<file path="config.mk">
export PLATFORM = sky130hd
export DESIGN_NAME = joyRocker
export DESIGN_NICKNAME = d
export VERILOG_FILES = /design/src/design/joyPkg.sv /design/src/design/joyRocker.sv /design/src/design/axisRepeat.sv /design/src/design/jstkFrameCtrl.sv /design/src/design/spiByteEngine.sv /design/src/design/pollTimer.sv
export SDC_FILE = /design/constraint.sdc
export NUM_CORES = 1
export LEC_CHECK = 0
export BUFFER_PORTS_ARGS = -buffer_cell sky130_fd_sc_hd__buf_2
export CAP_MARGIN = 20
export CORE_MARGIN = 5
export CORE_UTILIZATION = 60
export DETAILED_ROUTE_END_ITERATION = 16
export GPL_TIMING_DRIVEN = 0
export PLACE_DENSITY = 0.78
export SLEW_MARGIN = 20
export SYNTH_ARGS = -nofsm -noshare
export SYNTH_HDL_FRONTEND = slang
export SYNTH_SLANG_ARGS = --single-unit
</file>
<file path="constraint.sdc">
create_clock -name CLK -period 9.9 [get_ports CLK]
set_input_delay 1.98 -clock CLK [delete_from_list [all_inputs] [get_ports CLK]]
set_output_delay 1.98 -clock CLK [all_outputs]
set_load 0.005 [all_outputs]
</file>
<file path="src/design/joyPkg.sv">
package joyPkg;

    // ====================
    // Timing, shrunk for simulation
    // ====================
    localparam int SCLK_HALF     = 4;      // CLK cycles per half serial bit
    localparam int POLL_CYCLES   = 800;    // Poll interval, must exceed one frame
    localparam int HALF_W        = $clog2(SCLK_HALF);
    localparam int POLL_W        = $clog2(POLL_CYCLES);

    // Frame layout
    localparam int FRAME_BYTES   = 5;
    localparam int BYTE_CNT_W    = $clog2(FRAME_BYTES);

    // ====================
    // Axis thresholds and repeat
    // ====================
    localparam int POS_W         = 10;
    localparam logic [POS_W-1:0] CENTER_POS = 1 << (POS_W - 1);  // Stick at rest
    localparam int LOW_LIMIT     = 300;    // Below this counts as low
    localparam int HIGH_LIMIT    = 700;    // Above this counts as high
    localparam int HOLD_CYCLES   = 3000;   // First pulse to first repeat
    localparam int REPEAT_CYCLES = 1200;   // Between repeat pulses
    localparam int DWELL_W       = $clog2(HOLD_CYCLES > REPEAT_CYCLES ?
                                          HOLD_CYCLES : REPEAT_CYCLES);

    // FSM states
    typedef enum logic [1:0] {
        SpiIdle,
        SpiShift,
        SpiFinish
    } spiState_t;

    typedef enum logic [2:0] {
        FrmIdle,
        FrmStart,
        FrmWait,
        FrmStore,
        FrmDone
    } frameState_t;

    typedef enum logic [2:0] {
        AxCenter,
        AxLowWait,
        AxLowRepeat,
        AxHighWait,
        AxHighRepeat
    } axisState_t;

    // Bundles
    typedef struct packed {
        logic ss;       // Slave select, active low
        logic sclk;
        logic mosi;
    } spiPins_t;

    typedef struct packed {
        logic [POS_W-1:0] x;
        logic [POS_W-1:0] y;
        logic             trigger;
        logic             thumb;
    } joyState_t;

    typedef struct packed {
        logic left;
        logic right;
        logic up;
        logic down;
    } dirPulse_t;

endpackage
</file>
<file path="src/design/joyRocker.sv">
`timescale 1ns/10ps

module joyRocker (
    input  logic              CLK,
    input  logic              RST,
    input  logic              miso,
    output joyPkg::spiPins_t  pins,
    output joyPkg::joyState_t joy,
    output joyPkg::dirPulse_t dir
);
    import joyPkg::*;

    logic        bitTick;
    logic        pollReq;
    logic        byteStart;
    logic        busy;
    logic        byteDone;
    logic [7:0]  rxByte;
    logic        ss;
    logic        sclk;
    logic        mosi;
    logic        frameValid;
    logic [39:0] frame;
    logic        xLow;
    logic        xHigh;
    logic        yLow;
    logic        yHigh;
    joyState_t   decoded;

    pollTimer timer_i (.CLK, .RST, .bitTick, .pollReq);

    spiByteEngine spi_i (
        .CLK, .RST, .bitTick, .byteStart, .miso,
        .sclk, .mosi, .busy, .byteDone, .rxByte
    );

    jstkFrameCtrl ctrl_i (
        .CLK, .RST, .pollReq, .busy, .byteDone, .rxByte,
        .byteStart, .ss, .frameValid, .frame
    );

    // ====================
    // Frame decode
    // ====================
    assign decoded = '{x:       {frame[9:8], frame[23:16]},     // byte3 high, byte2 low
                       y:       {frame[25:24], frame[39:32]},   // byte1 high, byte0 low
                       trigger: frame[0],
                       thumb:   frame[1]};

    always_ff @(posedge CLK) begin
        if (RST)
            joy <= '{x: CENTER_POS, y: CENTER_POS, trigger: 1'b0, thumb: 1'b0};
        else if (frameValid)
            joy <= decoded;     // Hold until next frame
    end

    axisRepeat xAxis_i (.CLK, .RST, .pos(joy.x), .lowPulse(xLow), .highPulse(xHigh));
    axisRepeat yAxis_i (.CLK, .RST, .pos(joy.y), .lowPulse(yLow), .highPulse(yHigh));

    assign dir  = '{left: xLow, right: xHigh, up: yLow, down: yHigh};
    assign pins = '{ss: ss, sclk: sclk, mosi: mosi};

endmodule

</file>
<file path="src/design/axisRepeat.sv">
`timescale 1ns/10ps

module axisRepeat (
    input  logic                   CLK,
    input  logic                   RST,
    input  logic [joyPkg::POS_W-1:0] pos,
    output logic                   lowPulse,
    output logic                   highPulse
);
    import joyPkg::*;

    axisState_t         state;
    logic [DWELL_W-1:0] dwell;      // Cycles since last pulse
    logic [POS_W-1:0]   posQ;
    logic               isLow;
    logic               isHigh;

    always_ff @(posedge CLK) begin
        posQ <= pos;
    end

    assign isLow  = (posQ < POS_W'(LOW_LIMIT));
    assign isHigh = (posQ > POS_W'(HIGH_LIMIT));

    // ====================
    // Press, hold, repeat
    // ====================
    always_ff @(posedge CLK) begin
        if (RST) begin
            state     <= AxCenter;
            dwell     <= '0;
            lowPulse  <= 1'b0;
            highPulse <= 1'b0;
        end else begin
            lowPulse  <= 1'b0;
            highPulse <= 1'b0;
            dwell     <= dwell + 1'b1;
            case (state)
                AxCenter: begin
                    dwell <= '0;
                    if (isLow) begin
                        state    <= AxLowWait;
                        lowPulse <= 1'b1;   // First pulse
                    end else if (isHigh) begin
                        state     <= AxHighWait;
                        highPulse <= 1'b1;
                    end
                end
                AxLowWait: begin
                    if (!isLow) begin
                        state <= AxCenter;  // Released, no pulse
                    end else if (dwell == DWELL_W'(HOLD_CYCLES - 1)) begin
                        state    <= AxLowRepeat;
                        lowPulse <= 1'b1;
                        dwell    <= '0;
                    end
                end
                AxLowRepeat: begin
                    if (!isLow) begin
                        state <= AxCenter;
                    end else if (dwell == DWELL_W'(REPEAT_CYCLES - 1)) begin
                        lowPulse <= 1'b1;
                        dwell    <= '0;
                    end
                end
                AxHighWait: begin
                    if (!isHigh) begin
                        state <= AxCenter;
                    end else if (dwell == DWELL_W'(HOLD_CYCLES - 1)) begin
                        state     <= AxHighRepeat;
                        highPulse <= 1'b1;
                        dwell     <= '0;
                    end
                end
                AxHighRepeat: begin
                    if (!isHigh) begin
                        state <= AxCenter;
                    end else if (dwell == DWELL_W'(REPEAT_CYCLES - 1)) begin
                        highPulse <= 1'b1;
                        dwell     <= '0;
                    end
                end
                default: state <= AxCenter;
            endcase
        end
    end

endmodule

</file>
<file path="src/design/jstkFrameCtrl.sv">
`timescale 1ns/10ps

module jstkFrameCtrl (
    input  logic        CLK,
    input  logic        RST,
    input  logic        pollReq,
    input  logic        busy,
    input  logic        byteDone,
    input  logic [7:0]  rxByte,
    output logic        byteStart,
    output logic        ss,
    output logic        frameValid,
    output logic [39:0] frame
);
    import joyPkg::*;

    frameState_t           state;
    logic [BYTE_CNT_W-1:0] byteCnt;
    logic [39:0]           acc;     // First byte ends up on top

    // ====================
    // Frame sequencer
    // ====================
    always_ff @(posedge CLK) begin
        if (RST) begin
            state      <= FrmIdle;
            ss         <= 1'b1;
            byteCnt    <= '0;
            frameValid <= 1'b0;
            frame      <= '0;
        end else begin
            frameValid <= 1'b0;
            case (state)
                FrmIdle: begin
                    if (pollReq) begin
                        state   <= FrmStart;
                        ss      <= 1'b0;    // Select slave
                        byteCnt <= '0;
                    end
                end
                FrmStart: begin
                    if (!busy)
                        state <= FrmWait;   // byteStart goes out this cycle
                end
                FrmWait: begin
                    if (byteDone)
                        state <= FrmStore;
                end
                FrmStore: begin
                    byteCnt <= byteCnt + 1'b1;
                    if (byteCnt == BYTE_CNT_W'(FRAME_BYTES - 1))
                        state <= FrmDone;
                    else
                        state <= FrmStart;  // Next byte
                end
                FrmDone: begin
                    ss         <= 1'b1;     // Release slave
                    frame      <= acc;
                    frameValid <= 1'b1;
                    state      <= FrmIdle;
                end
                default: state <= FrmIdle;
            endcase
        end
    end

    // Byte accumulator
    always_ff @(posedge CLK) begin
        if (state == FrmStore)
            acc <= {acc[31:0], rxByte};
    end

    assign byteStart = (state == FrmStart) && !busy;   // Single cycle

endmodule

</file>
<file path="src/design/spiByteEngine.sv">
`timescale 1ns/10ps

module spiByteEngine (
    input  logic       CLK,
    input  logic       RST,
    input  logic       bitTick,
    input  logic       byteStart,
    input  logic       miso,
    output logic       sclk,
    output logic       mosi,
    output logic       busy,
    output logic       byteDone,
    output logic [7:0] rxByte
);
    import joyPkg::*;

    spiState_t  state;
    logic [2:0] bitCnt;     // Falling edges seen
    logic [7:0] wrSr;       // Write shift register
    logic [7:0] rdSr;       // Read shift register

    // ====================
    // Control FSM
    // ====================
    always_ff @(posedge CLK) begin
        if (RST) begin
            state    <= SpiIdle;
            sclk     <= 1'b0;
            bitCnt   <= '0;
            byteDone <= 1'b0;
        end else begin
            byteDone <= 1'b0;
            case (state)
                SpiIdle: begin
                    bitCnt <= '0;
                    if (byteStart)
                        state <= SpiShift;  // Start ignored unless idle
                end
                SpiShift: begin
                    if (bitTick) begin
                        sclk <= ~sclk;      // Toggle per half bit
                        if (sclk) begin     // Falling edge
                            bitCnt <= bitCnt + 1'b1;
                            if (bitCnt == 3'd7)
                                state <= SpiFinish;  // sclk back low
                        end
                    end
                end
                SpiFinish: begin
                    byteDone <= 1'b1;       // Lands with busy falling
                    state    <= SpiIdle;
                end
                default: state <= SpiIdle;
            endcase
        end
    end

    // Data path, MSB first
    always_ff @(posedge CLK) begin
        if (state == SpiIdle) begin
            wrSr <= 8'h00;                  // MOSI always zero
        end else if (state == SpiShift && bitTick) begin
            if (sclk)
                wrSr <= {wrSr[6:0], 1'b0};  // Change after falling edge
            else
                rdSr <= {rdSr[6:0], miso};  // Sample at rising edge
        end
    end

    assign mosi   = wrSr[7];
    assign busy   = (state != SpiIdle);     // High from cycle after start
    assign rxByte = rdSr;

endmodule

</file>
<file path="src/design/pollTimer.sv">
`timescale 1ns/10ps

module pollTimer (
    input  logic CLK,
    input  logic RST,
    output logic bitTick,   // One cycle every SCLK_HALF
    output logic pollReq    // One cycle every POLL_CYCLES
);
    import joyPkg::*;

    logic [HALF_W-1:0] halfCnt;
    logic [POLL_W-1:0] pollCnt;

    // Half-bit enable, free running
    always_ff @(posedge CLK) begin
        if (RST) begin
            halfCnt <= '0;
            bitTick <= 1'b0;
        end else if (halfCnt == HALF_W'(SCLK_HALF - 1)) begin
            halfCnt <= '0;
            bitTick <= 1'b1;    // Wrap
        end else begin
            halfCnt <= halfCnt + 1'b1;
            bitTick <= 1'b0;
        end
    end

    // Poll request
    always_ff @(posedge CLK) begin
        if (RST) begin
            pollCnt <= '0;
            pollReq <= 1'b0;
        end else if (pollCnt == POLL_W'(POLL_CYCLES - 1)) begin
            pollCnt <= '0;
            pollReq <= 1'b1;
        end else begin
            pollCnt <= pollCnt + 1'b1;
            pollReq <= 1'b0;
        end
    end

endmodule

</file>
==> results.tsv, run 1 <==
stage	metric	value	unit
grt	GRT Overall Usage	20.1	%
yosys	Post-synth ARST share	0	%
yosys	top-count cell post-synth	dfxtp_1	
finish	diode count	0	
route	DR iter-0 viols	316	
clocking	Clk Latency, worst-skew pair	0.54	ns
yosys	Syn Nets	566	
floorplan	Die X	113	um
power	Power Density	193	nW/um^2
clocking	postcts setup bufs	0	
sta	final setup fails	0	
yosys	Mapped Avg Cell Area	11.5	um^2
placed_design	pre-CTS WS	6.30	ns
floorplan	num ports	32	
clocking	clk sink count	175	
sta	worst relative slew slack	42.5	%
clocking	TritonCTS clock tree	built	
sta	Max Freq	312	MHz
yosys	Synth Area in Simple Gates	14.8	%
yosys	synth warn	0	
yosys	#FFs+latches synth	175	
floorplan	FP Rows	37	
placed_design	hpwl dp	8.19	mm
yosys	Yosys top cell by area	dfxtp_1	
route	Vias per Instance	5.67	
worst_setup_path	Startpoint Class	flip-flop	
min_path	Hold Path Class	flip-flop to flip-flop	
status	status	finished clean	
clocking	CTS Buffer Depth	2	
route	total iterations of the first detailed-routing run	5	
clocking	clock slew at reported path FFs	0.06	ns
placed_design	port buffer count	30	
power	leakage	0.00269	uW
job	MaxCap Viol Count	0	
yosys	Mapped Cells	555	
clocking	htree depth	4	
worst_setup_path	RR Startpoint	xAxis_i.dwell[0]$_SDFF_PP0_	
placed_design	GPL Wtd Cong	0.830	
worst_setup_path	WP data required	7.92	ns
finish	layout cells sized above 1	13.3	%
floorplan	Core ar.	10400	um^2
worst_setup_path	critical path class	flip-flop to primary output	
sta	post-route setup slack	6.69	ns
yosys	number of synthesized flops with an enable pin	48	
worst_setup_path	WP data arrival	1.23	ns
yosys	top post-synthesis cells by area	dfxtp_1 40%, edfxtp_1 23%, mux2i_1 4.4%, nor2_1 4.2%, a22o_1 3.2%	
floorplan	initial core utilization	61.6	%
sta	Slew Limit Fails	0	
sta	period utilization	32.4	%
grt	total gr overflow	0	
yosys	area of the mapped netlist	6390	um^2
route	WL final	12.1	mm
sta	Clock Skew	0.00635	ns
grt	vias in the first global route	4314	
worst_setup_path	element type at the critical path end	primary output	
worst_setup_path	critical path launch point	spi_i.sclk$_SDFFE_PP0P_	
sta	crit path time final	3.21	ns
grt	first-pass GRT wire length	20.5	mm
clocking	CTS-repair resized insts	0	
grt	largest net degree at the start of global routing	29	
power	maximum VDD drop	0.187	mV
sta	RSZ-0062 raised after global routing	no	
finish	area added between synthesis and finish	13.8	%
grt	initial antenna violation count	0	
clocking	hold_buf cts	0	
min_path	Hold Crit Start	joy[4]$_SDFFE_PP0P_	
yosys	largest family of logic cells by synthesized area	simple AND/OR/NAND/NOR gates	
sta	Setup TNS	0	ns
route	Remaining DRCs	0	
sta	Slew @ Worst Pin	0.863	ns
floorplan	full die area	12800	um^2
clocking	Root Driver	clkbuf_8	
sta	Fin. Hold Viols	0	
route	post-route ant nets	0	
yosys	fraction of the yosys area taken by sequential cells	62.4	%
floorplan	Die Y	113	um
worst_setup_path	Critical Path Fanout Max	6	
clocking	TritonCTS Buffers	17	
yosys	post-synth cell types	56	
yosys	post-synthesis adder-cell area fraction	1.57	%
yosys	Synth Area in XOR/XNOR	4.39	%
finish	Final #Nets	616	
route	WL per Instance	16.0	um
yosys	post-synthesis mux area share	4.57	%
yosys	top cells by count, synth	127 x dfxtp_1, 72 x nor2_1, 48 x edfxtp_1	
yosys	predominant post-synthesis flop cell	dfxtp_1	
yosys	compound-gate portion of the synthesized area	9.01	%
yosys	area share of the largest cell type after synthesis	39.8	%
route	total number of vias	4267	
power breakdown:
group / internal, uW / leakage (uW) / switching (uW)
clock network: 319 / 0.000266 / 278
logic: 24.1 / 0.000965 / 35.3
registers: 738 / 0.00146 / 6.31
sequential cells by signal, indices dropped and copies added, names as in the netlist, 2 cells and up:
register         count
yAxis_i.dwell       12
ctrl_i.byteCnt       3
yAxis_i.posQ        10
yAxis_i.state        3
spi_i.state          2
ctrl_i.frame        22
ctrl_i.state         3
timer_i.pollCnt     10
ctrl_i.acc          40
spi_i.rxByte         8
xAxis_i.state        3
timer_i.halfCnt      2
spi_i.bitCnt         3
xAxis_i.posQ        10
xAxis_i.dwell       12
joy                 22
stage by stage:
step / hold WS (ns) / power, uW / instance area (um^2) / utilization, % / std cells
after floorplan: 0.366 / 805 / 6390 / - / 555
after global placement: 0.358 / 815 / 6710 / 64.7 / 721
after detailed placement: 0.366 / 819 / 6730 / 64.9 / 722
after CTS: 0.376 / 1410 / 7270 / 70.1 / 753
after global routing: 0.385 / 1450 / 7270 / 70.1 / 753
final: 0.373 / 1400 / 7270 / 70.1 / 753
critical path, cell delays in order, from the launching register on:
cell	delay [ns]
dfxtp_1	0.45
buf_4	0.15
buf_2	0.10
logic make-up after synthesis:
family          after synthesis
simple gates                189
compound gates               77
flops                       175
other cells                   1
fa+ha+maj                     8
xor+xnor                     32
mux                          29
buf+inv                      44
worst paths after layout:
| kind | slack (ns) | end | depth (start not counted) |
|---|---|---|---|
| max | 6.69 | pins[1] | 2 |
| min | 0.37 | yAxis_i.posQ[2]$_DFF_P_ | 0 |
| max reg2reg | 7.77 | xAxis_i.dwell[10]$_SDFF_PP0_ | 8 |
| min reg2reg | 0.37 | yAxis_i.posQ[2]$_DFF_P_ | 0 |
area by class of cell:
type                            count  area (um^2)
Multi-Input combinational cell    336         2200
Tap cell                          136          170
Buffer                             30          153
Fill cell                         752         3100
Clock buffer                       18          428
Sequential cell                   175         3980
Clock inverter                     13          104
Timing Repair Buffer               31          170
Inverter                           14         52.6
cell usage in the layout (no fill, tap or decap), drive strengths merged, types with 6 or more instances in the layout:
cell type / instances
inv: 18
a22o: 23
dfxtp: 127
buf: 43
clkinv: 9
nor4: 6
nand2: 25
o21ai: 9
and3: 11
clkbuf: 36
nor2: 72
ha: 8
nand4: 9
nor3: 23
xnor2: 18
xor2: 14
nand3: 19
mux2i: 28
a21oi: 13
edfxtp: 48
a22oi: 6
routing by layer:
layer / track usage (%) / vias up / part of all wire [%]
met5: 0 / - / 0
met4: 6.01 / 0 / 1.6
met3: 7.17 / 20 / 4.8
met2: 33.8 / 91 / 50
met1: 24.3 / 2079 / 43
li1: - / 2077 / -
Note: power is estimated with default switching activity, not from simulation.
==> inputs of run 2 (changes only) <==
--- a/config.mk
+++ b/config.mk
@@ -5,13 +5,14 @@
 export SDC_FILE = /design/constraint.sdc
 export NUM_CORES = 1
 export LEC_CHECK = 0
+export ABC_AREA = 1
 export BUFFER_PORTS_ARGS = -buffer_cell sky130_fd_sc_hd__buf_2
 export CAP_MARGIN = 20
 export CORE_MARGIN = 5
-export CORE_UTILIZATION = 60
+export CORE_UTILIZATION = 54
 export DETAILED_ROUTE_END_ITERATION = 16
 export GPL_TIMING_DRIVEN = 0
-export PLACE_DENSITY = 0.78
+export PLACE_DENSITY = 0.74
 export SLEW_MARGIN = 20
 export SYNTH_ARGS = -nofsm -noshare
 export SYNTH_HDL_FRONTEND = slang
==> constraint.sdc (replaced) <==
create_clock -name CLK -period 2.95 [get_ports CLK]
set_input_delay 0.59 -clock CLK [delete_from_list [all_inputs] [get_ports CLK]]
set_output_delay 0.59 -clock CLK [all_outputs]
set_load 0.005 [all_outputs]
==> run 2 against run 1 <==
Combinational power grew to 5.8 times the previous value. Count of clock-buffer cells in the layout rose by 2. Flip-flop and latch count unchanged. First-iteration DRC count rose by 26%. Clock skew up 0.0021 ns. Sequential share of layout area fell by 2.5 points. Largest cell class unchanged. Clock power grew to 3.8 times the previous value. Utilization decreased by 6.7 points. Setup slack worse by 5.5 ns. Highest routed layer unchanged. Critical path type is now flip-flop to flip-flop. Sequential power increased to 3.4 times the previous value. Hold slack lost 0.035 ns. Routed wire length grew 7.8%.
==> results.tsv, run 2 <==
stage	metric	value	unit
status	status	finished clean	
finish	multi-input combinational cell area	2250	um^2
clocking	clk sink count	175	
finish	Final #Nets	773	
yosys	top post-synthesis cells by area	dfxtp_1 38%, edfxtp_1 22%, nor2_1 5.9%, nand2_1 5.4%, inv_1 4.2%	
grt	GRT Overall Usage	18.9	%
yosys	Post-synth ARST share	0	%
floorplan	FP Rows	40	
clocking	TritonCTS Buffers	17	
worst_setup_path	delay-heaviest family, CP	simple AND/OR/NAND/NOR gates	
worst_setup_path	Reg-to-Reg End	yAxis_i.dwell[9]$_SDFF_PP0_	
grt	largest net degree at the start of global routing	19	
sta	worst relative slew slack	50.7	%
floorplan	Die Y	121	um
route	DR iter-0 viols	397	
yosys	Yosys top cell by area	dfxtp_1	
power	Reg power frac	49.2	%
worst_setup_path	Critical Path Fanout Max	10	
finish	Core Util, Final	63.3	%
yosys	area share of the largest cell type after synthesis	38.3	%
finish	layout cells sized above 1	13.3	%
worst_setup_path	crit-path max cell delay	0.35	ns
power	Logic pwr share	6.7	%
clocking	TritonCTS clock tree	built	
yosys	synth warn	0	
yosys	Mapped Cells	711	
route	WL per Instance	14.1	um
worst_setup_path	critical-path cell list	ha_1 > nand2_1 > nor2_2 > nand3_1 > o21ai_1 > nand3_2 > nor2_8 > nor2_2	
yosys	area of the mapped netlist	6640	um^2
finish	Largest Register	ctrl_i.acc	
yosys	top cells by count, synth	127 x dfxtp_1, 105 x nor2_1, 96 x nand2_1	
power	maximum VDD drop	0.400	mV
floorplan	initial core utilization	55.3	%
worst_setup_path	slowest stage cell, crit path	dfxtp_1	
min_path	Hold Path Class	input pin to flip-flop	
yosys	fraction of the yosys area taken by sequential cells	60.0	%
worst_setup_path	Startpoint Class	flip-flop	
route	post-route ant nets	0	
placed_design	placed standard-cell area	7010	um^2
job	MaxCap Viol Count	0	
finish	Filler cells	978	
clocking	CTS-repair resized insts	0	
sta	period utilization	59.9	%
finish	commonest non-fill, non-tap cell in the layout	dfxtp_1	
finish	Top Registers	ctrl_i.acc x40, ctrl_i.frame x22, joy x22	
sta	Max Freq	566	MHz
placed_design	hpwl dp	9.20	mm
worst_setup_path	element type at the critical path end	flip-flop	
power	sw power	1190	uW
floorplan	num ports	32	
clocking	postcts setup bufs	0	
power	Sw Ratio	23.1	%
floorplan	Die X	121	um
yosys	number of synthesized flops with an enable pin	48	
clocking	CTS Buffer Depth	2	
worst_setup_path	critical path class	flip-flop to flip-flop	
finish	area added between synthesis and finish	14.6	%
floorplan	Core ar.	12000	um^2
clocking	Clk Latency, worst-skew pair	0.42	ns
worst_setup_path	WP data required	3.26	ns
yosys	predominant post-synthesis flop cell	dfxtp_1	
finish	FF/Latch Area	3980	um^2
route	WL final	13.0	mm
grt	initial antenna violation count	0	
route	Remaining DRCs	0	
power	Power Density	674	nW/um^2
sta	RSZ-0062 raised after global routing	no	
power	leakage	0.00309	uW
placed_design	GPL Wtd Cong	0.932	
grt	first-pass GRT wire length	22.0	mm
sta	Slew Limit Fails	0	
route	total number of vias	4962	
grt	vias in the first global route	4836	
worst_setup_path	worst reg-to-reg setup slack	1.18	ns
yosys	post-synth cell types	42	
worst_setup_path	cell repeated most along the worst path	nor2_2	
route	Vias per Instance	5.38	
yosys	Syn Nets	722	
min_path	hold path depth	1	
sta	crit path time final	1.77	ns
worst_setup_path	CP bufs+invs	0	
route	total iterations of the first detailed-routing run	6	
min_path	Hold Crit Start	miso	
worst_setup_path	RR Startpoint	yAxis_i.dwell[0]$_SDFF_PP0_	
worst_setup_path	WP data arrival	2.08	ns
finish	diode count	0	
min_path	Hold EP	spi_i.rxByte[0]$_DFFE_PP_	
sta	Clock Skew	0.00846	ns
yosys	top-count cell post-synth	dfxtp_1	
clocking	clock slew at reported path FFs	0.06	ns
worst_setup_path	critical path launch point	yAxis_i.dwell[0]$_SDFF_PP0_	
floorplan	full die area	14600	um^2
power	P_int	3940	uW
finish	post-route cell area	7610	um^2
sta	Slew @ Worst Pin	0.737	ns
sta	Fin. Hold Viols	0	
clocking	htree depth	4	
yosys	#FFs+latches synth	175	
clocking	hold_buf cts	0	
finish	max reg flops	40	
placed_design	placed cell count	890	
finish	commonest non-fill, non-tap cells in the layout	127 x dfxtp_1, 105 x nor2_1, 96 x nand2_1	
power	power share of the clock group	44.1	%
placed_design	port buffer count	30	
grt	total gr overflow	0	
clocking	Root Driver	clkbuf_16	
worst_setup_path	reg2reg path depth	8	
sta	final setup fails	0	
finish	fin cells	922	
yosys	Mapped Avg Cell Area	9.34	um^2
[run 2: changes by cell type after synthesis, sizes merged, moves of 7 or more]
| cell | delta |
|---|---|
| nand2 | +75 |
| inv | +66 |
| nor2 | +48 |
| o21ai | +35 |
| mux2i | -28 |
| nand3 | +24 |
| xnor2 | -16 |
| a21oi | +12 |
| and3 | -11 |
| clkbuf | -7 |
[run 2: final cells by class]
class / count / share of cell area (%)
clock inverter: 12 / 2.09
tap: 147 / 2.42
multi-input combinational: 434 / 29.6
inverter: 79 / 3.90
sequential: 175 / 52.4
timing repair buffer: 32 / 2.37
clock buffer: 20 / 5.74
buffer: 23 / 1.55
[run 2: how the worst max path moves through the flow]
stage	to	depth (start not counted)	slack, ns
after floorplan	ctrl_i.byteCnt[0]$_SDFFE_PP0P_	5	0.22
after global placement	ctrl_i.byteCnt[0]$_SDFFE_PP0P_	5	-0.53
after detailed placement	yAxis_i.dwell[1]$_SDFF_PP0_	6	0.81
after CTS	yAxis_i.dwell[9]$_SDFF_PP0_	8	1.16
after global routing	xAxis_i.dwell[1]$_SDFF_PP0_	8	1.01
final	yAxis_i.dwell[9]$_SDFF_PP0_	8	1.18
[run 2: metal layers]
| metal | vias up | routed length, um | global-route usage, % |
|---|---|---|---|
| met3 | 22 | 782 | 4.20 |
| met4 | 0 | 239 | 7.93 |
| met2 | 160 | 6250 | 31.6 |
| li1 | 2464 | - | - |
| met5 | - | 0 | 0 |
| met1 | 2316 | 5720 | 23.8 |
[run 2: per-stage QoR]
step	hold WS (ns)	TNS [ns]	setup WS (ns)	power (uW)
6_report	0.338	0	1.18	5130
5_1_grt	0.338	0	1.01	5340
4_1_cts	0.321	0	1.16	5160
3_5_place_dp	0.357	0	0.810	2920
3_3_place_gp	0.361	-9.41	-0.531	2900
2_1_floorplan	0.364	0	0.219	2840
[run 2: cell families after synthesis]
group,after synthesis,share of synthesized area [%]
simple gates,308,20.8
other cells,1,0.0565
xor+xnor,10,1.32
compound gates,107,10.0
flops,175,60.0
buf+inv,102,6.24
fa+ha+maj,8,1.51
[run 2: power by group through the flow]
stage | combinational, uW | clock [uW] | sequential, uW
CTS | 343 | 2300 | 2520
floorplan | 266 | 0 | 2570
global placement | 323 | 0 | 2570
detailed placement | 339 | 0 | 2580
global route | 390 | 2420 | 2530
finish | 343 | 2260 | 2530
[run 2: worst reg2reg max path: stages, from the launching register on]
cell and delay (ns):
dfxtp_1 0.35, ha_1 0.23, nand2_1 0.08, nor2_2 0.16, nand3_1 0.20, o21ai_1 0.19, nand3_2 0.14, nor2_8 0.24
nor2_2 0.07
